$ cat src/hw/mem_node_pkg.sv
// ~~~~~~~~~~~~~~~~~~~~~~~~~~~~~~~~~~~~~~~~~~~~~~~~~~~~~~~~~~~~~~~~~~~~~
// Shared widths, opcodes and packet formats for the memory node.
// ~~~~~~~~~~~~~~~~~~~~~~~~~~~~~~~~~~~~~~~~~~~~~~~~~~~~~~~~~~~~~~~~~~~~~
package mem_node_pkg;

  localparam int data_width     = 32;
  localparam int mask_width     = 4;
  localparam int mem_els        = 1024;
  localparam int mem_addr_width = 10;
  localparam int addr_width     = 12;
  localparam int fifo_els       = 4;
  localparam int x_cord_width   = 4;
  localparam int y_cord_width   = 3;
  localparam int reg_id_width   = 5;

  typedef logic [data_width-1:0]     data_t;
  typedef logic [mask_width-1:0]     mask_t;
  typedef logic [mem_addr_width-1:0] mem_addr_t;
  typedef logic [addr_width-1:0]     addr_t;
  typedef logic [reg_id_width-1:0]   reg_id_t;
  typedef logic [x_cord_width-1:0]   x_cord_t;
  typedef logic [y_cord_width-1:0]   y_cord_t;

  // Store is byte masked, sw always writes the full word.
  typedef enum logic [2:0] {
    e_op_load,
    e_op_store,
    e_op_sw,
    e_op_amoswap,
    e_op_amoor,
    e_op_cache
  } op_e;

  typedef enum logic [1:0] {
    e_ret_credit,
    e_ret_int_wb,
    e_ret_float_wb,
    e_ret_ifetch
  } ret_type_e;

  typedef struct packed {
    logic       is_unsigned;
    logic       is_byte;
    logic       is_hex;
    logic [1:0] part_sel;
    logic       float_wb;
    logic       ifetch;
  } load_info_s;

  typedef struct packed {
    op_e        op;
    addr_t      addr;
    data_t      payload;
    mask_t      mask;
    reg_id_t    reg_id;
    x_cord_t    src_x;
    y_cord_t    src_y;
    load_info_s load_info;
  } req_pkt_s;

  typedef struct packed {
    ret_type_e pkt_type;
    data_t     data;
    reg_id_t   reg_id;
    x_cord_t   x_cord;
    y_cord_t   y_cord;
  } ret_pkt_s;

endpackage

$ cat src/hw/load_packer.sv
// ~~~~~~~~~~~~~~~~~~~~~~~~~~~~~~~~~~~~~~~~~~~~~~~~~~~~~~~~~~~~~~~~~~~~~
// Byte and halfword select with sign or zero extension for loads.
// ~~~~~~~~~~~~~~~~~~~~~~~~~~~~~~~~~~~~~~~~~~~~~~~~~~~~~~~~~~~~~~~~~~~~~
module load_packer (
  input  mem_node_pkg::data_t      mem_data_i,
  input  mem_node_pkg::load_info_s load_info_i,
  output mem_node_pkg::data_t      load_data_o
);

  logic [7:0]  byte_sel;
  logic [15:0] half_sel;
  logic        byte_fill;
  logic        half_fill;

  assign byte_sel = mem_data_i[{load_info_i.part_sel, 3'b000} +: 8];
  assign half_sel = load_info_i.part_sel[1] ? mem_data_i[31:16] : mem_data_i[15:0];

  // Fill bit is the MSB of the selection unless the load is unsigned.
  assign byte_fill = ~load_info_i.is_unsigned & byte_sel[7];
  assign half_fill = ~load_info_i.is_unsigned & half_sel[15];

  always_comb begin
    if (load_info_i.is_byte) begin
      load_data_o = {{(mem_node_pkg::data_width-8){byte_fill}}, byte_sel};
    end else if (load_info_i.is_hex) begin
      load_data_o = {{(mem_node_pkg::data_width-16){half_fill}}, half_sel};
    end else begin
      load_data_o = mem_data_i;
    end
  end

endmodule

$ cat config.mk
export PLATFORM = sky130hd
export DESIGN_NAME = load_packer
export DESIGN_NICKNAME = d
export VERILOG_FILES = /design/src/hw/mem_node_pkg.sv /design/src/hw/load_packer.sv
export SDC_FILE = /design/constraint.sdc
export NUM_CORES = 1
export LEC_CHECK = 0
export ABC_AREA = 1
export BUFFER_PORTS_ARGS = -buffer_cell sky130_fd_sc_hd__buf_2
export CAP_MARGIN = 25
export CORE_ASPECT_RATIO = 0.7
export CORE_MARGIN = 2
export CORE_UTILIZATION = 43
export DETAILED_ROUTE_END_ITERATION = 10
export PLACE_DENSITY_LB_ADDON = 0.12
export SLEW_MARGIN = 20
export SYNTH_ARGS = -nofsm -noshare
export SYNTH_HDL_FRONTEND = slang
export SYNTH_SLANG_ARGS = --single-unit
$ cat constraint.sdc
create_clock -name vclk -period 1.4
set_clock_uncertainty 0.1 [all_clocks]
set_input_delay 0.28 -clock vclk [all_inputs]
set_output_delay 0.28 -clock vclk [all_outputs]
set_load 0.01 [all_outputs]
Yosys cells after proc, flatten, opt, wreduce, memory -nomap -nowiden
Index checks and enable logic that the tools add are counted.
{"block": "word_totals", "reg_bits": 0, "input_bits": 39, "out_inout_bits": 32}
{"block": "op_classes", "shift": 1, "n_mux": 3, "n_bitwise": 3}
{"op": "$mux W32", "count": 2}
{"op": "$shiftx A32 B6 Y8", "count": 1}
{"op": "$mux W16", "count": 1}
{"op": "$and A1 B1 Y1", "count": 2}
{"op": "$not A1 Y1", "count": 1}

Logic depth before layout (Yosys ltp)
Gate-level depths: netlist of run 1.
{"block": "depth", "depth_word": 4, "ltp_mapped": 9, "mapped_depth_nobuf": 7}

Least setup slack after synthesis of run 1
Ideal clock, no wire load.
{"block": "synth_path", "kind": "input-to-output", "start": "in load_info_i[3] (netlist bit)", "end": "out load_data_o[21]", "t_arrival_ns": 0.974, "setup_slack_ns": 0.046, "stages": 9, "path_cell_list": "buf_6 inv_4 nand2_4 nand2_4 nand3_4 buf_6 nand2_1 nand2_1 nand2_1"}
{"block": "synth_between", "elab_chain_len": 4, "elab_cells_between_ends": 6}
{"element": "start, declared", "line_no": "load_packer.sv:6", "rtl": "input mem_node_pkg::load_info_s load_info_i,"}
{"element": "branches (longest 3 deep; another with $shiftx A32 B6 Y8)"}
{"element": "$mux W32 (*)", "line_no": "load_packer.sv:23", "rtl": "if (load_info_i.is_byte) begin"}
{"element": "end, declared", "line_no": "load_packer.sv:7", "rtl": "output mem_node_pkg::data_t load_data_o"}
Mark *: on every way between the ends.

Final worst setup path of run 1
{"block": "layout_path", "start": "in load_info_i[3] (netlist bit)", "end": "out load_data_o[19]"}
The elaborated chain is that of the path after synthesis.

==> results of run 1 <==
-- layout by cell type (no fill, tap or decap) --
master / instances
o211ai_1: 7
a21oi_1: 1
buf_12: 6
a21oi_2: 5
nand3_4: 3
buf_2: 67
nand2_1: 103
buf_16: 1
inv_1: 7
nor2_1: 15
nand2_2: 3
a21oi_4: 1
buf_4: 11
inv_4: 2
o21ai_1: 9
o21ai_0: 7
nand3_1: 15
inv_2: 3
buf_6: 6
nand2_4: 4
nand4_4: 1
nand3_2: 1
inv_8: 1
-- how the worst min path moves through the flow --
stage                 endpoint  slack [ns]
2_1_floorplan  load_data_o[10]        0.61
3_3_place_gp   load_data_o[12]        0.79
3_5_place_dp   load_data_o[12]        0.80
4_1_cts        load_data_o[12]        0.80
5_1_grt         load_data_o[8]        0.84
6_report       load_data_o[12]        0.81
-- critical path: cells and delay by family --
| family | cells | cell delay, ns |
|---|---|---|
| buffers and inverters | 4 | 0.48 |
| and+or+nand+nor | 4 | 0.33 |
-- kinds of logic (layout without fill, tap and decap cells) --
| logic type | after synthesis | in the layout | synth area share (%) |
|---|---|---|---|
| buffers and inverters | 27 | 104 | 15.65 |
| AO/OA/AOI/OAI | 30 | 30 | 17.77 |
| AND/OR/NAND/NOR | 144 | 145 | 66.58 |
-- per-stage QoR --
step           util [%]  total power [W]  setup slack [ns]
2_1_floorplan         -        0.0002924           0.04645
3_3_place_gp      67.24        0.0005175           -0.1543
3_5_place_dp      67.24        0.0005228           -0.1635
4_1_cts           72.61        0.0005665          -0.05259
5_1_grt           75.38        0.0006514           -0.1144
6_report          75.38        0.0005965          -0.07137
-- timing repair --
action                                  in CTS  in global routing
gates cloned                                 2                  1
hold buffers                                 0                  0
pin swaps                                    1                  3
resized for setup                           24                 16
endpoints found under the setup margin      32                 31
buffers inserted                             0                  1
-- layout make-up --
type / count / area share [%]
multi-input cells: 175 / 54.03
well taps: 32 / 2.506
repair buffers: 91 / 39.62
inverters: 13 / 3.837
-- power by group --
part	switching (W)	internal, W
sequential	0	0
clock	0	0
combinational	0.000328	0.000269
total	0.000328	0.000269
-- per-layer routing --
| layer | GRT usage (%) | up-vias |
|---|---|---|
| li1 | - | 802 |
| met2 | 45.22 | 80 |
| met1 | 42.13 | 697 |
| met3 | 0 | 6 |
| met5 | 0 | - |
| met4 | 0.8889 | 0 |
==> run metrics, run 1 <==
cell area power density=373.3 mW/mm^2; Worst Path Arrival=1.09 ns; Routed WL per cell=11.86 um; CP max stage delay=0.18 ns; main area contributors after synthesis=nand2_1 42%, nand3_1 8.0%, o21ai_0 6.4%; fillers=189; number of port buffers=69; RSZ-0062 raised after global routing=true; sequential cell area=0 um^2; Layout Cells excl Fill=311; largest net degree at the start of global routing=20; worst-margin pin slew=0.1834 ns; Worst EP required=1.02 ns; Syn Nets=240; Worst Slack Setup Final=-0.07137 ns; placed cells=307; Synth warnings=0; met3 wire len=277 um; Nets=320; Avg Cell Area, Syn=4.694 um^2; Max Cap Viol=0; design area=0.001598 mm^2; share of cells above drive strength 1=41.22%; Slew HR=87.72%; antenna violations before repair=0; CP Capture Type=output pin; row cnt=14; Cell Chain, Critical Path=buf_12, inv_8, nand2_4, nand3_4, nand4_4, buf_12, nand2_1, buf_2; Period minus WS final=1.471 ns; Pleak=1.019 nW; Max Freq=0.6796 GHz; drc violations=0; drt first pass iters=4; cell accounting for the most synthesized area=nand2_1; CP startpoint=load_info_i[3]; placed instance area=0.001425 mm^2; Top Metal Used=met4; max-slew violation count=0; most frequent cell after synthesis=nand2_1; Synth top area share=42.18%; core box area=0.002120 mm^2; full die area=0.002591 mm^2; sequential-to-total area share from yosys stat=0%; failing checks=setup timing; Via Count=1585; Worst Setup EP=load_data_o[19]; Fin Hold WS=0.8063 ns; area occupied by multi-input gates=863.3 um^2; GRT Overall Usage=27.55%; die height=43.19 um; CP Max Fanout=19; Layout area overhead=69.36%; CLK BUF=0; M1 WL=1.637 mm; setup TNS=-0.7506 ns; outcome=finished, violations left; GP Congestion=0.8339; CP most frequent cell=buf_12; Hold Path Depth=4; startpoint types=input port; ANT nets after route=0; hold crit path type=input port to output pin; diode count=0; fin crit share=105.1%; Max VDD drop=0.1871 mV; Die X=59.99 um; GRT Residual Overflow=0; Commonest cells post-synth=106 x nand2_1, 15 x nand3_1, 15 x nor2_1, 12 x o21ai_0, 9 x inv_1; number of I/O pins=71; Mapped Cells=201; CP Class=input port to output pin; drt initial violations=70; WL final=3.690 mm; Mapped Area=943.4 um^2; final setup fails=24; hold path start=mem_data_i[28]; CP max-delay cell=buf_12; final hold vios=0; first-pass GRT wire length=5.671 mm; Met2 Wirelength=1.724 mm; Yosys cell types=19; Starting Density=44.51%; seq_cells=0; number of global-route vias before repair=1287; Via density=5.096; dpl hpwl=2.617 mm
No activity file was read; power rests on OpenSTA's default activity.
==> run 2, diff against run 1 <==
- SETUP_SLACK_MARGIN: default -> 0.2
- SLEW_MARGIN: 20 -> default
==> run metrics, run 2 (same netlist as run 1, synthesis figures left out) <==
outcome=finished, violations left; failing checks=setup timing; startpoint types=input port; number of global-route vias before repair=1430 (+11%); core box area=0.002120 mm^2 (unchanged); drc violations=0 (unchanged); Top Metal Used=met4; fillers=75 (-60%); Met2 Wirelength=2.694 mm (+56%); CP Class=input port to output pin; seq_cells=0 (unchanged); final hold vios=0 (unchanged); number of port buffers=69 (unchanged); Die X=59.99 um (unchanged); full die area=0.002591 mm^2 (unchanged); WL final=5.926 mm (+61%); hold path start=mem_data_i[26]; met3 wire len=796 um (+190%); CP Max Fanout=8 (-11); drt first pass iters=7 (+3); Max Cap Viol=0 (unchanged); Endpoint, Worst Hold=load_data_o[10]; Via Count=1881 (+19%); cell area power density=421.1 mW/mm^2 (+13%); Nets=322 (+0.63%); commonest non-fill, non-tap cell in the layout=nand2_1; Worst EP required=1.02 ns (about the same); Period minus WS final=1.622 ns (+0.1504 ns); most frequent cells in the layout=81 x nand2_1, 44 x buf_2, 26 x buf_6; design area=0.001989 mm^2 (+25%); Hold Path Depth=4 (unchanged); CTS Hold Bufs=0 (unchanged); Layout Cells excl Fill=313 (+0.64%); hold crit path type=input port to output pin; ANT nets after route=0 (unchanged); final setup fails=32 (+33%); RSZ-0062 raised after global routing=true; antenna violations before repair=0 (unchanged); CP Capture Type=output pin; drt initial violations=246 (+250%); Via density=6.010 (+18%); CLK BUF=0 (unchanged); placed instance area=0.001473 mm^2 (+3.3%); fin crit share=115.8% (+11 points); first-pass GRT wire length=6.389 mm (+13%); number of I/O pins=71 (unchanged); GP Congestion=0.7807 (-6.4%); dpl hpwl=2.572 mm (-1.7%); Layout area overhead=110.9%; max-slew violation count=0 (unchanged); Max Freq=0.6166 GHz (-9.3%); row cnt=14 (unchanged); Starting Density=44.51% (unchanged); Routed WL per cell=18.93 um (+60%); share of cells above drive strength 1=51.60% (+10 points); GRT Residual Overflow=0 (unchanged); Slew HR=82.03% (-5.7 points); placed cells=306 (-0.33%); Max VDD drop=0.2640 mV (+41%); GRT Overall Usage=31.65% (+4.1 points); sequential cell area=0 um^2 (unchanged); largest net degree at the start of global routing=22 (+10%); Pleak=1.099 nW (+7.8%); die height=43.19 um (unchanged); Worst Slack Setup Final=-0.2218 ns (-0.1504 ns); Worst Path Arrival=1.24 ns (+0.15 ns); setup TNS=-5.461 ns (-4.710 ns); diode count=0 (unchanged); worst-margin pin slew=0.2678 ns (+0.08443 ns); M1 WL=2.106 mm (+29%)
-- run 2: worst max-delay path, stage by stage --
cell     delay (ns)
buf_12         0.12
buf_6          0.13
nand2_8        0.09
inv_8          0.06
nor2_1         0.13
nor2_1         0.08
o21ai_1        0.16
nand2_4        0.07
buf_6          0.12
-- run 2: worst max-delay path by stage --
stage | startpoint | to | depth (start not counted)
finish | load_info_i[3] | load_data_o[12] | 9
global route | load_info_i[3] | load_data_o[6] | 8
CTS | load_info_i[3] | load_data_o[9] | 9
detailed placement | load_info_i[3] | load_data_o[17] | 7
global placement | load_info_i[3] | load_data_o[8] | 8
floorplan | load_info_i[3] | load_data_o[10] | 7
-- run 2: through the flow --
step                util, %  hold WS, ns  total power [W]  worst slack, ns
floorplan                 -       0.6058        0.0003093          0.05962
global placement      69.48       0.7943        0.0005350          -0.1796
detailed placement    69.48       0.7900        0.0005407          -0.2034
CTS                   86.25       0.7887        0.0007043          -0.1233
global route          93.86       0.8459        0.0008788          -0.2522
finish                93.86       0.8229        0.0008377          -0.2218
-- run 2: routing by layer --
| metal | track usage, % | up-vias |
|---|---|---|
| li1 | - | 805 |
| met1 | 42.86 | 822 |
| met2 | 55.43 | 205 |
| met3 | 0.9146 | 49 |
| met4 | 6.222 | 0 |
| met5 | 0 | - |
-- run 2: report_power, final --
part,switching (W),total (W),internal [W]
Sequential,0,0,0
Clock,0,0,0
Combinational,0.000446,0.000838,0.000392
-- run 2: what timing repair did --
| action | CTS | global route |
|---|---|---|
| setup buffers | 3 | 0 |
| pin swaps | 7 | 10 |
| setup endpoints to repair | 32 | 32 |
| resized for setup | 65 | 38 |
| cloned | 2 | 2 |
-- run 2: layout make-up --
class,instances,area (um^2),area share (%)
Inverter,13,67.56,3.396
Multi-Input combinational cell,175,1023,51.45
Tap cell,32,40.04,2.013
Timing Repair Buffer,93,858.3,43.14
==> run 3, diff against run 2 <==
- ABC_AREA: 1 -> default
- CORE_UTILIZATION: 43 -> 40
- GPL_ROUTABILITY_DRIVEN: default -> 0
- RECOVER_POWER: default -> 25
==> run metrics, run 3 <==
WL final=4.491 mm (-24%); Worst Slack Setup Final=-0.5034 ns (-0.2815 ns); fillers=86 (+15%); Max VDD drop=0.3540 mV (+34%); die height=41.47 um (-4.0%); outcome=finished, violations left; Avg Cell Area, Syn=7.291 um^2 (+55%); final setup fails=32 (unchanged); Period minus WS final=1.903 ns (+0.2815 ns); antenna violations before repair=0 (unchanged); post-layout util=89.70% (-4.2 points); dpl hpwl=2.517 mm (-2.1%); row cnt=13 (-1); seq_cells=0 (unchanged); placed instance area=0.001405 mm^2 (-4.6%); RSZ-0062 raised after global routing=true; CLK BUF=0 (unchanged); sequential-to-total area share from yosys stat=0% (unchanged); largest net degree at the start of global routing=13 (-41%); Slew HR=84.42% (+2.4 points); max-slew violation count=0 (unchanged); clock network fraction of total power=0% (unchanged); startpoint types=input port; drt initial violations=122 (-50%); Synth warnings=0 (unchanged); total power draw=0.0006916 W (-17%); Seq pwr share=0% (unchanged); cell accounting for the most synthesized area=mux2i_1; most frequent cells in the layout=65 x buf_2, 26 x buf_4, 23 x mux2i_1; GRT Overall Usage=31.34% (-0.31 points); Yosys cell types=19 (unchanged); Die X=57.52 um (-4.1%); Nets=248 (-23%); final hold vios=0 (unchanged); CP Capture Type=output pin; Max Cap Viol=0 (unchanged); Worst EP required=1.02 ns (about the same); Layout area overhead=109.2%; worst-margin pin slew=0.2273 ns (-0.04055 ns); Pleak=0.8779 nW (-20%); dpl ws=-0.4427 ns (-0.2393 ns); commonest non-fill, non-tap cell in the layout=buf_2; core box area=0.001871 mm^2 (-12%); placed cells=219 (-28%); diode count=0 (unchanged); Via density=6.079 (+1.1%); share of cells above drive strength 1=69.08% (+17 points); Net Sw Frac=51.09% (-2.1 points); first-pass GRT wire length=6.037 mm (-5.5%); Routed WL per cell=19.61 um (+3.6%); GRT Residual Overflow=0 (unchanged); Via Count=1392 (-26%); cell internal pwr=0.0003382 W (-14%); drt first pass iters=5 (-2); number of I/O pins=71 (unchanged); drc violations=0 (unchanged); number of port buffers=69 (unchanged); CP Class=input port to output pin; fin crit share=136.0% (+20 points); CP Max Fanout=6 (-2); design area=0.001678 mm^2 (-16%); number of global-route vias before repair=1274 (-11%); NetSw=0.0003534 W (-21%); main area contributors after synthesis=mux2i_1 29%, a21oi_1 16%, nand2b_1 12%; Mapped Cells=110 (-45%); Max Freq=0.5254 GHz (-15%); ANT nets after route=0 (unchanged); Starting Density=42.88% (-1.6 points); Logic pwr share=100.0% (about the same); hold crit path type=input port to output pin; Syn Nets=149 (-38%); most frequent cell after synthesis=a21oi_1; sequential cell area=0 um^2 (unchanged); Synth top area share=28.71% (-13 points); cell area power density=412.2 mW/mm^2 (-2.1%); Layout Cells excl Fill=229 (-27%); failing checks=setup timing; Commonest cells post-synth=25 x a21oi_1, 23 x mux2i_1, 16 x nand2b_1, 8 x a211oi_1, 8 x and3_1; Worst Path Arrival=1.52 ns (+0.28 ns); CTS Hold Bufs=0 (unchanged); Mapped Area=802.0 um^2 (-15%); full die area=0.002385 mm^2 (-7.9%)
[run 3: power by group through the flow]
stage | Sequential [W] | Clock, W | Combinational, W
finish | 0 | 0 | 0.000692
CTS | 0 | 0 | 0.000620
global route | 0 | 0 | 0.000727
detailed placement | 0 | 0 | 0.000546
global placement | 0 | 0 | 0.000533
floorplan | 0 | 0 | 0.000303
[run 3: worst paths after layout]
kind / slack, ns / from / cells after the start / end
worst min-delay path: 0.82 / mem_data_i[27] / 4 / load_data_o[27]
worst max-delay path: -0.50 / load_info_i[2] / 7 / load_data_o[18]
[run 3: critical path: stages]
cell and delay, ns:
buf_8 0.11, mux2_4 0.32, a221oi_4 0.32, buf_4 0.17, buf_6 0.13, a21oi_1 0.05, buf_2 0.14
[run 3: metal layers]
| metal | vias to the layer above | routed length [um] | GRT usage (%) |
|---|---|---|---|
| met4 | 0 | 138 | 5.116 |
| met3 | 16 | 408 | 1.246 |
| li1 | 622 | - | - |
| met5 | - | 0 | 0 |
| met1 | 644 | 1766 | 39.89 |
| met2 | 110 | 2177 | 58.64 |
[run 3: layout make-up]
type / count / area [um^2] / share of cell area (%)
multi-input combinational: 97 / 890.9 / 53.09
inverter: 2 / 10.01 / 0.5966
tap: 22 / 27.53 / 1.641
timing repair buffer: 108 / 749.5 / 44.67
[run 3: cells by family after synthesis]
group	synth area share (%)
muxes	33.38
buffers and inverters	9.359
AOI/OAI and AO/OA	35.57
and+or+nand+nor	21.69
[run 3: stage by stage]
stage,hold WS [ns],TNS (ns)
after CTS,0.8201,-10.93
after floorplan,0.5992,-6.649
after detailed placement,0.8197,-12.39
after global placement,0.8120,-11.53
final,0.8205,-12.96
after global routing,0.8456,-13.88
[run 3: what timing repair did]
action | 4_1_cts | 5_1_grt
cloned | 2 | 1
resized for setup | 36 | 13
pin swaps | 10 | 10
setup endpoints to repair | 32 | 32
setup buffers | 4 | 3
