## src/hw/mem_node_pkg.sv

```systemverilog
// ~~~~~~~~~~~~~~~~~~~~~~~~~~~~~~~~~~~~~~~~~~~~~~~~~~~~~~~~~~~~~~~~~~~~~
// Shared widths, opcodes and packet formats for the memory node.
// ~~~~~~~~~~~~~~~~~~~~~~~~~~~~~~~~~~~~~~~~~~~~~~~~~~~~~~~~~~~~~~~~~~~~~
package mem_node_pkg;

  localparam int data_width     = 32;
  localparam int mask_width     = 4;
  localparam int mem_els        = 1024;
  localparam int mem_addr_width = 10;
  localparam int addr_width     = 12;
  localparam int fifo_els       = 4;
  localparam int x_cord_width   = 4;
  localparam int y_cord_width   = 3;
  localparam int reg_id_width   = 5;

  typedef logic [data_width-1:0]     data_t;
  typedef logic [mask_width-1:0]     mask_t;
  typedef logic [mem_addr_width-1:0] mem_addr_t;
  typedef logic [addr_width-1:0]     addr_t;
  typedef logic [reg_id_width-1:0]   reg_id_t;
  typedef logic [x_cord_width-1:0]   x_cord_t;
  typedef logic [y_cord_width-1:0]   y_cord_t;

  // Store is byte masked, sw always writes the full word.
  typedef enum logic [2:0] {
    e_op_load,
    e_op_store,
    e_op_sw,
    e_op_amoswap,
    e_op_amoor,
    e_op_cache
  } op_e;

  typedef enum logic [1:0] {
    e_ret_credit,
    e_ret_int_wb,
    e_ret_float_wb,
    e_ret_ifetch
  } ret_type_e;

  typedef struct packed {
    logic       is_unsigned;
    logic       is_byte;
    logic       is_hex;
    logic [1:0] part_sel;
    logic       float_wb;
    logic       ifetch;
  } load_info_s;

  typedef struct packed {
    op_e        op;
    addr_t      addr;
    data_t      payload;
    mask_t      mask;
    reg_id_t    reg_id;
    x_cord_t    src_x;
    y_cord_t    src_y;
    load_info_s load_info;
  } req_pkt_s;

  typedef struct packed {
    ret_type_e pkt_type;
    data_t     data;
    reg_id_t   reg_id;
    x_cord_t   x_cord;
    y_cord_t   y_cord;
  } ret_pkt_s;

endpackage

```

## src/hw/req_fifo.sv

```systemverilog
// ~~~~~~~~~~~~~~~~~~~~~~~~~~~~~~~~~~~~~~~~~~~~~~~~~~~~~~~~~~~~~~~~~~~~~
// Request queue in front of the responder.
// Valid/ready on the way in, valid/yumi on the way out.
// ~~~~~~~~~~~~~~~~~~~~~~~~~~~~~~~~~~~~~~~~~~~~~~~~~~~~~~~~~~~~~~~~~~~~~
module req_fifo (
  input  logic                   clk_i,
  input  logic                   reset_i,
  input  logic                   v_i,
  input  mem_node_pkg::req_pkt_s pkt_i,
  output logic                   ready_o,
  output logic                   v_o,
  output mem_node_pkg::req_pkt_s pkt_o,
  input  logic                   yumi_i
);

  mem_node_pkg::req_pkt_s buf_r [mem_node_pkg::fifo_els];
  logic [$clog2(mem_node_pkg::fifo_els)-1:0]   wr_ptr_r, rd_ptr_r;
  logic [$clog2(mem_node_pkg::fifo_els+1)-1:0] count_r;
  logic enq, deq;

  assign ready_o = (count_r != mem_node_pkg::fifo_els);
  assign v_o     = (count_r != '0);
  assign pkt_o   = buf_r[rd_ptr_r];
  assign enq     = v_i & ready_o;
  assign deq     = yumi_i;

  always_ff @(posedge clk_i) begin
    if (reset_i) begin
      wr_ptr_r <= '0;
      rd_ptr_r <= '0;
      count_r  <= '0;
    end else begin
      if (enq) begin
        wr_ptr_r <= (wr_ptr_r == mem_node_pkg::fifo_els - 1) ? '0 : wr_ptr_r + 1'b1;
      end
      if (deq) begin
        rd_ptr_r <= (rd_ptr_r == mem_node_pkg::fifo_els - 1) ? '0 : rd_ptr_r + 1'b1;
      end
      case ({enq, deq})
        2'b10:   count_r <= count_r + 1'b1;
        2'b01:   count_r <= count_r - 1'b1;
        default: count_r <= count_r;
      endcase
    end
  end

  always_ff @(posedge clk_i) begin
    if (enq) begin
      buf_r[wr_ptr_r] <= pkt_i;
    end
  end

  a_yumi_needs_valid: assert property (@(posedge clk_i) disable iff (reset_i)
    yumi_i |-> v_o)
    else $error("yumi asserted on an empty request queue");

endmodule

```

## config.mk

```make
export PLATFORM = sky130hd
export DESIGN_NAME = req_fifo
export DESIGN_NICKNAME = d
export VERILOG_FILES = /design/src/hw/mem_node_pkg.sv /design/src/hw/req_fifo.sv
export SDC_FILE = /design/constraint.sdc
export NUM_CORES = 1
export LEC_CHECK = 0
export BUFFER_PORTS_ARGS = -buffer_cell sky130_fd_sc_hd__buf_2
export CAP_MARGIN = 10
export CORE_AREA = 2 2 136 138
export CTS_CLUSTER_DIAMETER = 150
export DETAILED_ROUTE_END_ITERATION = 10
export DIE_AREA = 0 0 138 140
export GPL_ROUTABILITY_DRIVEN = 0
export MAX_ROUTING_LAYER = met4
export PLACE_DENSITY = 0.85
export SLEW_MARGIN = 20
export SYNTH_ARGS = -nofsm -noshare
export SYNTH_HDL_FRONTEND = slang
export SYNTH_SLANG_ARGS = --single-unit
```

## constraint.sdc

```tcl
create_clock -name clk_i -period 5.77 [get_ports clk_i]
set_clock_uncertainty 0.15 [all_clocks]
set_input_delay 0.2885 -clock clk_i [delete_from_list [all_inputs] [get_ports clk_i]]
set_output_delay 0.2885 -clock clk_i [all_outputs]
set_load 0.01 [all_outputs]
```

### Word level (Yosys, flattened, before mapping)

Memories as Yosys holds them, arrays and structs flattened. A register that Yosys moved wholly into a read port is not among the register bits.
Index checks and enable logic that the tools add are counted.

* flip-flop bits (word level): 7
* bits in latches: 0
* memory bits (writable): 280
* ROM bits: 0
* output and inout bits: 72
* word-level logic and storage cells: 23
* memories kept: 1

Memory list
* buf_r: words 4, width 70, rd ports 1, clocked after memory_dff 1, write ports 1, line req_fifo.sv:16 `mem_node_pkg::req_pkt_s buf_r [mem_node_pkg::fifo_els];`

* $add $sub $neg: 4
* multipliers: 0
* divide/modulo/power cells: 0
* order comparisons: 0
* equality and inequality tests: 5
* shift operators: 0
* muxes and demuxes: 7
* bitwise gates (word level): 1
* reductions and logical operators: 2

Operators by type and width (count)
* $mux 2: 4
* $eq 2x2->1 const B: 3
* $pmux 3 s2: 1
* $add 2x1->2 const B: 2
* $add 3x1->3 const B: 1
* $ne 3x3->1 const B: 1
* $reduce_bool 3->1: 1
* $sub 3x1->3 const B: 1
* $eq 2x1->1 const B: 1
* $mux 1: 2
* $reduce_bool 2->1: 1
* $and 1x1->1: 1

### Logic depth before layout (Yosys ltp)

Gate-level depths: netlist of the first run.

* depth after elaboration: 4
* depth in mapped cells: 9

### Worst setup path after synthesis of the first run

Ideal clock, no wire load.

* path type: reg-to-reg
* start point: reg count_r[1] in the netlist's numbering
* end point: reg count_r[2] in the netlist's numbering
* setup time: 0.070 ns
* arrival: 2.131 ns
* required time: 5.550 ns
* setup slack: 3.419 ns
* cell stages (with the launch flop): 10
* path buffers: 1
* period minus slack after synthesis: 2.351 ns
* cell sequence: dfxtp_1 -> or3b_1 -> buf_2 -> nand2_1 -> ha_1 -> inv_1 -> fa_1 -> xor2_1 -> or3_1 -> a21oi_1

* longest elaborated chain between the ends: 4
* elaborated cells between the ends (all ways): 8

RTL lines
* start: declaration: line req_fifo.sv:18 `logic [$clog2(mem_node_pkg::fifo_els+1)-1:0] count_r;`
* start signal: assignment: line req_fifo.sv:40 `2'b10: count_r <= count_r + 1'b1;`
* start signal: assignment: line req_fifo.sv:41 `2'b01: count_r <= count_r - 1'b1;`
* start signal: assignment: line req_fifo.sv:42 `default: count_r <= count_r;`
* $ne 3x3->1 *: line req_fifo.sv:21 `assign ready_o = (count_r != mem_node_pkg::fifo_els);`
* net ready_o: line req_fifo.sv:10 `output logic ready_o,`
* $and 1x1->1 *: line req_fifo.sv:24 `assign enq = v_i & ready_o;`
* $eq 2x1->1 / $eq 2x2->1 (equally long branches): line req_fifo.sv:39 `case ({enq, deq})`
* $pmux 3 s2 / $reduce_bool 2->1 (equally long branches)

Mark *: on every way through the listed nets, which the timed path passes. The rest lies on a longest branch.
A chain may end at the register's enable or synchronous reset.

==> implementation parameters, run 1 <==
Parameter                              Value

Drt
  Routed met2 length    10900 um
  Amount of wire on met3 after detailed routing    1279 um
  Total wirelength of the detailed-routed design    20550 um
  Routed wire per std cell    22.78 um
  Routed length on met1    7801 um
  Count of antenna-violating nets left after detailed routing    0
  Highest metal layer used by the detailed router    met4
  Via/cell ratio    5.758
  Via total after detailed routing    5194
  Initial detailed-routing violation count    390
  DRC violation count after routing    0
  First-pass iteration count of the detailed router    5

Yosys
  Synthesized area per cell    25.38 um2
  Post-synthesis mux area share    0.1509
  Post-synthesis instance area    10580 um2
  Largest family of logic cells by synthesized area    multiplexers
  Adder-cell share of the synthesized area    0.008986
  Post-synthesis cell type count    23
  Cell count after synthesis    417
  Synth warnings    0
  Area fraction in compound gates after synthesis    0.003547
  Nets in the synthesized netlist    498
  Synthesized-area fraction occupied by and/or/nand/nor cells    0.009577
  Fraction of the yosys area taken by sequential cells    0.8115
  Number of synthesized register bits    289
  Area share of xor/xnor cells in the synthesized design    0.001655

Power
  Internal power component    3.889 mW
  Power density relative to cell area    372.8 nW/um2
  Sequential power share    0.509
  Switching power    1.067 mW
  Clock network power share    0.387
  Maximum VDD drop    341.2 uV
  Cell leakage power    4.563 nW
  Fraction of power spent switching nets    0.2152
  Share of power burned in combinational logic    0.104

Die
  Die width    138 um
  Starting Density    0.5952
  Core region area    17780 um2
  Floorplan die height    140 um
  Row cnt    49
  I/O pin total    146
  Die outline area    19320 um2

Run status
  Outcome    complete, no violations

Timing
  Number of setup violations in the final report    0
  Highest clock frequency the design can meet    352.3 MHz
  Share of the clock period used by the worst path after layout    0.4919
  Aggregate negative setup slack    0 ps
  Slew Viols, Final    0
  Headroom to the max-slew limit    0.2897
  RSZ-0062 raised after global routing    no
  Final hold violation count    0
  Transition time of the tightest slew-check pin    1065 ps
  Crit path time final    2838 ps

Final layout
  Final core occ    0.7476
  Most common cell after layout, fill and taps aside    sky130_fd_sc_hd__edfxtp_1
  Fraction of layout cells with a size suffix above 1    0.4024
  Final Instance Area    13290 um2
  Net count reported at finish    731
  Area growth from synthesis to layout    25.61%
  Final std cells w/o fill    902
  Commonest cells after routing, fill and taps aside    sky130_fd_sc_hd__edfxtp_1 (280), sky130_fd_sc_hd__buf_2 (145), sky130_fd_sc_hd__dlygate4sd3_1 (72)

Global route
  Vias in the first global route    5631
  Antenna violations before repair    2
  Maximum number of pins on one net before global-route repair    71
  GR Overflow Total    0
  First-pass GRT wire length    31960 um
  Global routing usage summed across all routing layers    0.2221

Placement
  Number of buffers added on ports    145
  DP Wirelength    10580 um
  Post-detailed-placement cell area    11500 um2
  Placed cell count    774

Critical path
  Cell type of the slowest stage on the worst timing path    sky130_fd_sc_hd__dfxtp_4
  Critical path required time    5330 ps
  CP Launch Type    register
  CP arrival    2400 ps
  Critical path, cell by cell    buf_4, mux4_2, buf_2
  Highest fanout seen on the critical path    21
  Register-to-Register Setup Slack    3090 ps
  Category of the worst setup path capture point    primary output
  Start-to-end type of the worst setup path    register to primary output
  Cell family with most CP delay    flip-flops
  WP buf/inv    2
  Critical path's largest stage delay    640 ps

Min path
  Class of the tightest hold or removal check    input port to register

CTS
  Clock-pin slew on the worst setup and hold paths    60 ps
  Clock Tree Buf Depth    3
  Number of CTS-inserted buffers    28
  CTS HTree Levels    1
  Clock tree from TritonCTS    yes
  Clock Latency Late Sink    530 ps
  Post-CTS repair timing setup buffer count    0
  Sink Count    289
  Buffer type at the clock tree root    sky130_fd_sc_hd__clkbuf_16

Run
  Number of max-cap violations    0
## final cells by class
type	count	area (um2)
fillers	952	4487
flip-flops and latches	289	8596
multi-input cells	104	1863
clock inverters	14	197.7
inverters	6	22.52
diodes	2	5.005
repair buffers	221	1536
clock buffers	37	785.8
well taps	229	286.5
## cells by family after synthesis
group | count (synthesis)
buf+inv | 24
flops | 289
xor+xnor | 2
compound gates | 6
fa+ha+maj | 7
mux | 72
simple gates | 17
## layer usage
layer | track usage | vias up
li1 | - | 2243
met1 | 0.2795 | 2663
met2 | 0.3768 | 230
met3 | 0.03897 | 58
met4 | 0.06821 | 0
met5 | - | -
## what timing repair did
| item | in CTS | in global routing |
|---|---|---|
| hold buffers | 72 | 0 |
| gates resized for setup | 0 | 0 |
| setup endpoints to repair | 0 | 0 |
| endpoints found under the hold margin | 288 | 0 |
## cell usage after synthesis
library cell	n	area share
sky130_fd_sc_hd__and3_2	4	0.0028
sky130_fd_sc_hd__inv_1	6	0.0021
sky130_fd_sc_hd__nand2_1	1	0.00035
sky130_fd_sc_hd__or3_1	2	0.0012
sky130_fd_sc_hd__xor2_1	2	0.0017
sky130_fd_sc_hd__or3_2	1	0.00071
sky130_fd_sc_hd__dfxtp_1	9	0.017
sky130_fd_sc_hd__a211o_1	1	0.00083
sky130_fd_sc_hd__buf_6	7	0.0074
sky130_fd_sc_hd__mux4_2	70	0.15
sky130_fd_sc_hd__ha_1	6	0.0071
sky130_fd_sc_hd__nand2b_1	2	0.0012
sky130_fd_sc_hd__clkbuf_1	8	0.0028
sky130_fd_sc_hd__a21oi_1	3	0.0014
sky130_fd_sc_hd__o21ai_0	1	0.00047
sky130_fd_sc_hd__mux2i_1	2	0.0019
sky130_fd_sc_hd__nor3b_1	1	0.00071
sky130_fd_sc_hd__or3b_1	1	0.00083
sky130_fd_sc_hd__nor2_1	5	0.0018
sky130_fd_sc_hd__edfxtp_1	280	0.79
sky130_fd_sc_hd__buf_2	3	0.0014
sky130_fd_sc_hd__fa_1	1	0.0019
sky130_fd_sc_hd__o21ai_2	1	0.00083
## flip-flops by register name (all words and copies together) (netlist names), named ones only
| name | flops |
|---|---|
| buf_r | 280 |
| rd_ptr_r | 2 |
| wr_ptr_r | 2 |
| count_r | 3 |
## worst register-to-register path, stage by stage (launching register included)
cell,delay (ps)
sky130_fd_sc_hd__dfxtp_1,350
sky130_fd_sc_hd__or3b_1,510
sky130_fd_sc_hd__nand2_1,210
sky130_fd_sc_hd__ha_1,250
sky130_fd_sc_hd__inv_1,70
sky130_fd_sc_hd__fa_1,410
sky130_fd_sc_hd__xor2_1,200
sky130_fd_sc_hd__or3_1,310
sky130_fd_sc_hd__a21oi_1,150
## path summary, 6_finish.rpt
path,from,to,cells after the start
hold reg to reg,count_r[2]$_SDFFE_PP0P_,count_r[2]$_SDFFE_PP0P_,2
setup reg to reg,count_r[2]$_SDFFE_PP0P_,count_r[2]$_SDFFE_PP0P_,8
setup / recovery,register,pkt_o[26],3
hold / removal,v_i,wr_ptr_r[1]$_SDFFE_PP0P_,3
## power by group through the flow
stage / combinational [mW] / sequential [mW] / clock, mW
2_1_floorplan: 0.298 / 2.53 / 0
3_3_place_gp: 0.440 / 2.56 / 0
3_5_place_dp: 0.455 / 2.58 / 0
4_1_cts: 0.498 / 2.53 / 1.94
5_1_grt: 0.551 / 2.53 / 2.03
6_report: 0.514 / 2.52 / 1.92
## metrics by stage
stage               hold WS (ps)  power, mW  setup WS [ps]
floorplan                  237.4      2.827           3419
global placement           319.4      3.003           2961
detailed placement         347.5      3.030           2943
CTS                        24.55      4.972           2369
global route               39.00      5.118           2759
finish                     60.38      4.955           2932
No activity file was read; power rests on OpenSTA's default activity.
==> inputs of run 2 (changes only) <==
Settings changed: ABC_AREA set to 1, CORE_AREA 2 2 136 138 to 2 2 152 154, DIE_AREA 0 0 138 140 to 0 0 154 156, PLACE_DENSITY 0.85 to 0.78.
Clock period 5.77 ns to 2.6 ns, I/O delays scaled along.
==> run 2 against run 1 <==
  * Final cell count is 40% higher
  * Setup slack worse by 2800 ps
  * Clock power is 77% higher
  * First-iteration DRC count is 11% higher
  * Critical path depth is 2 higher
  * Critical path type unchanged
  * Largest cell class unchanged
  * Highest routed layer unchanged
==> implementation parameters, run 2 <==
Parameter                              Value

Critical path
  Highest fanout seen on the critical path    38
  CP Launch Type    register
  Critical path required time    2320 ps
  Category of the worst setup path capture point    primary output
  Start-to-end type of the worst setup path    register to primary output
  CP arrival    2140 ps

Final layout
  Most common cell after layout, fill and taps aside    sky130_fd_sc_hd__edfxtp_1
  Register containing the most flip-flops in the final layout    buf_r
  Commonest cells after routing, fill and taps aside    sky130_fd_sc_hd__edfxtp_1 (280), sky130_fd_sc_hd__buf_2 (145), sky130_fd_sc_hd__o21ai_0 (113)
  Net count reported at finish    1044
  Number of flip-flops under the largest register name    280
  Fraction of layout cells with a size suffix above 1    0.2859
  Largest registers    buf_r: 280 flops, count_r: 3 flops
  Area growth from synthesis to layout    22.72%

Yosys
  Most common library cells after synthesis    sky130_fd_sc_hd__edfxtp_1 (280), sky130_fd_sc_hd__o21ai_0 (113), sky130_fd_sc_hd__nor2_1 (110)
  Top flip-flop cell by instance count after synthesis    sky130_fd_sc_hd__edfxtp_1
  EDFF count, synth    280
  Library cell occupying the most area in the post-synthesis netlist    sky130_fd_sc_hd__edfxtp_1
  Post-synthesis instance area    11420 um2
  Post-synthesis cell type count    22
  Nets in the synthesized netlist    821
  Synth warnings    0
  Fraction of the yosys area taken by sequential cells    0.7517
  Synthesized area per cell    15.44 um2
  Proportion of synthesized flip-flops having asynchronous set or reset    0
  Cell count after synthesis    740
  Number of synthesized register bits    289
  Portion of synthesized cell area occupied by the leading cell type    0.7360
  Area contributors post-synth    sky130_fd_sc_hd__edfxtp_1 (74%), sky130_fd_sc_hd__o21ai_0 (5.0%), sky130_fd_sc_hd__o22ai_2 (4.4%), sky130_fd_sc_hd__nor2_4 (3.9%), sky130_fd_sc_hd__nor2_1 (3.6%)
  Most frequent cell after synthesis    sky130_fd_sc_hd__edfxtp_1

Timing
  Slew Viols, Final    0
  Number of setup violations in the final report    0
  Transition time of the tightest slew-check pin    487.9 ps
  RSZ-0062 raised after global routing    no
  Final hold violation count    0
  Worst hold slack across all endpoints    218.2 ps
  Crit path time final    2420 ps
  Final setup slack of the worst path    180.0 ps
  Headroom to the max-slew limit    0.6742
  Share of the clock period used by the worst path after layout    0.9308
  Highest clock frequency the design can meet    413.2 MHz

Run
  Number of max-cap violations    0

Global route
  Global routing usage summed across all routing layers    0.1928
  GR Overflow Total    0
  First-pass GRT wire length    35350 um
  Maximum number of pins on one net before global-route repair    71
  Antenna violations before repair    2
  Vias in the first global route    6821

Power
  Cell leakage power    4.891 nW
  Maximum VDD drop    557.2 uV
  Power density relative to cell area    730.8 nW/um2

CTS
  Clock Latency Late Sink    510 ps
  Clock tree from TritonCTS    yes
  Number of CTS-inserted buffers    27
  CTS HTree Levels    1
  Sink Count    289
  Clock Tree Buf Depth    3
  Post-cts gate resize count    0
  Buffer type at the clock tree root    sky130_fd_sc_hd__clkbuf_16
  Clock-pin slew on the worst setup and hold paths    60 ps

Die
  Row cnt    55
  Die outline area    24020 um2
  Core region area    22370 um2
  Die width    154 um
  I/O pin total    146
  Starting Density    0.5108
  Floorplan die height    156 um

Drt
  Via total after detailed routing    6787
  DRC violation count after routing    0
  Count of antenna-violating nets left after detailed routing    0
  Via/cell ratio    5.374
  Total wirelength of the detailed-routed design    23140 um
  Initial detailed-routing violation count    432
  Routed wire per std cell    18.32 um
  First-pass iteration count of the detailed router    5

Placement
  Post-placement worst setup slack    316.5 ps
  Number of buffers added on ports    145
  DP Wirelength    12770 um

Min path
  Class of the tightest hold or removal check    input port to register

Run status
  Outcome    complete, no violations
-- run 2: power breakdown --
| part | internal (mW) | leakage [nW] | switching, mW |
|---|---|---|---|
| clock | 1.87 | 0.354 | 1.52 |
| sequential | 5.42 | 2.64 | 0.0776 |
| combinational | 0.523 | 1.89 | 0.839 |
-- run 2: final timing paths --
| check | to | start | depth (start not counted) | slack (ps) |
|---|---|---|---|---|
| max reg2reg | count_r[2]$_SDFFE_PP0P_ | count_r[0]$_SDFFE_PP0P_ | 12 | 300 |
| max | pkt_o[29] | register | 5 | 180 |
| min reg2reg | count_r[1]$_SDFFE_PP0P_ | count_r[1]$_SDFFE_PP0P_ | 2 | 400 |
| min | buf_r[0][19]$_DFFE_PP_ | pkt_i[19] | 2 | 220 |
-- run 2: logic make-up (layout without fill, tap and decap cells) --
family | after synthesis | after routing | share of synthesized area
flip-flops | 289 | 289 | 0.7517
AO/OA/AOI/OAI | 218 | 218 | 0.1251
AND/OR/NAND/NOR | 165 | 165 | 0.08159
buffers and inverters | 61 | 297 | 0.03329
adder cells (fa/ha/maj) | 7 | 7 | 0.008323
other | 0 | 2 | 0
-- run 2: critical path: stages (launching register included) --
cell                      delay, ps
sky130_fd_sc_hd__dfxtp_4        450
sky130_fd_sc_hd__inv_6          370
sky130_fd_sc_hd__buf_4          300
sky130_fd_sc_hd__nor2_1          60
sky130_fd_sc_hd__o22ai_1        250
sky130_fd_sc_hd__buf_2          180
-- run 2: per-layer routing --
metal	vias up	track usage	wire [um]
li1	3222	-	-
met1	3318	0.2423	9723
met2	206	0.3282	11660
met3	41	0.02861	1254
met4	0	0.05830	502
met5	-	-	0
-- run 2: repair_timing --
| item | CTS | global route |
|---|---|---|
| hold buffers | 74 | 0 |
| buffers inserted | 0 | 1 |
| endpoints found under the hold margin | 289 | 0 |
| setup endpoints to repair | 0 | 8 |
-- run 2: area by class of cell --
cell class,instances,area (um2)
Timing Repair Buffer,238,1779
Fill cell,1594,8344
Tap cell,285,356.6
Sequential cell,289,8593
Inverter,17,68.82
Multi-Input combinational cell,390,2486
Clock inverter,8,30.03
Antenna cell,2,5.005
Clock buffer,34,701.9
-- run 2: metrics by stage --
stage / total power [mW] / utilization / area (um2) / cells / setup TNS [ps]
finish: 10.25 / 0.6269 / 14020 / 1263 / 0
CTS: 10.27 / 0.6255 / 13990 / 1260 / 0
global placement: 6.821 / 0.5596 / 12520 / 1144 / 0
floorplan: 6.348 / - / 11430 / 740 / -172960
global route: 10.59 / 0.6269 / 14020 / 1263 / 0
detailed placement: 6.855 / 0.5596 / 12520 / 1144 / 0
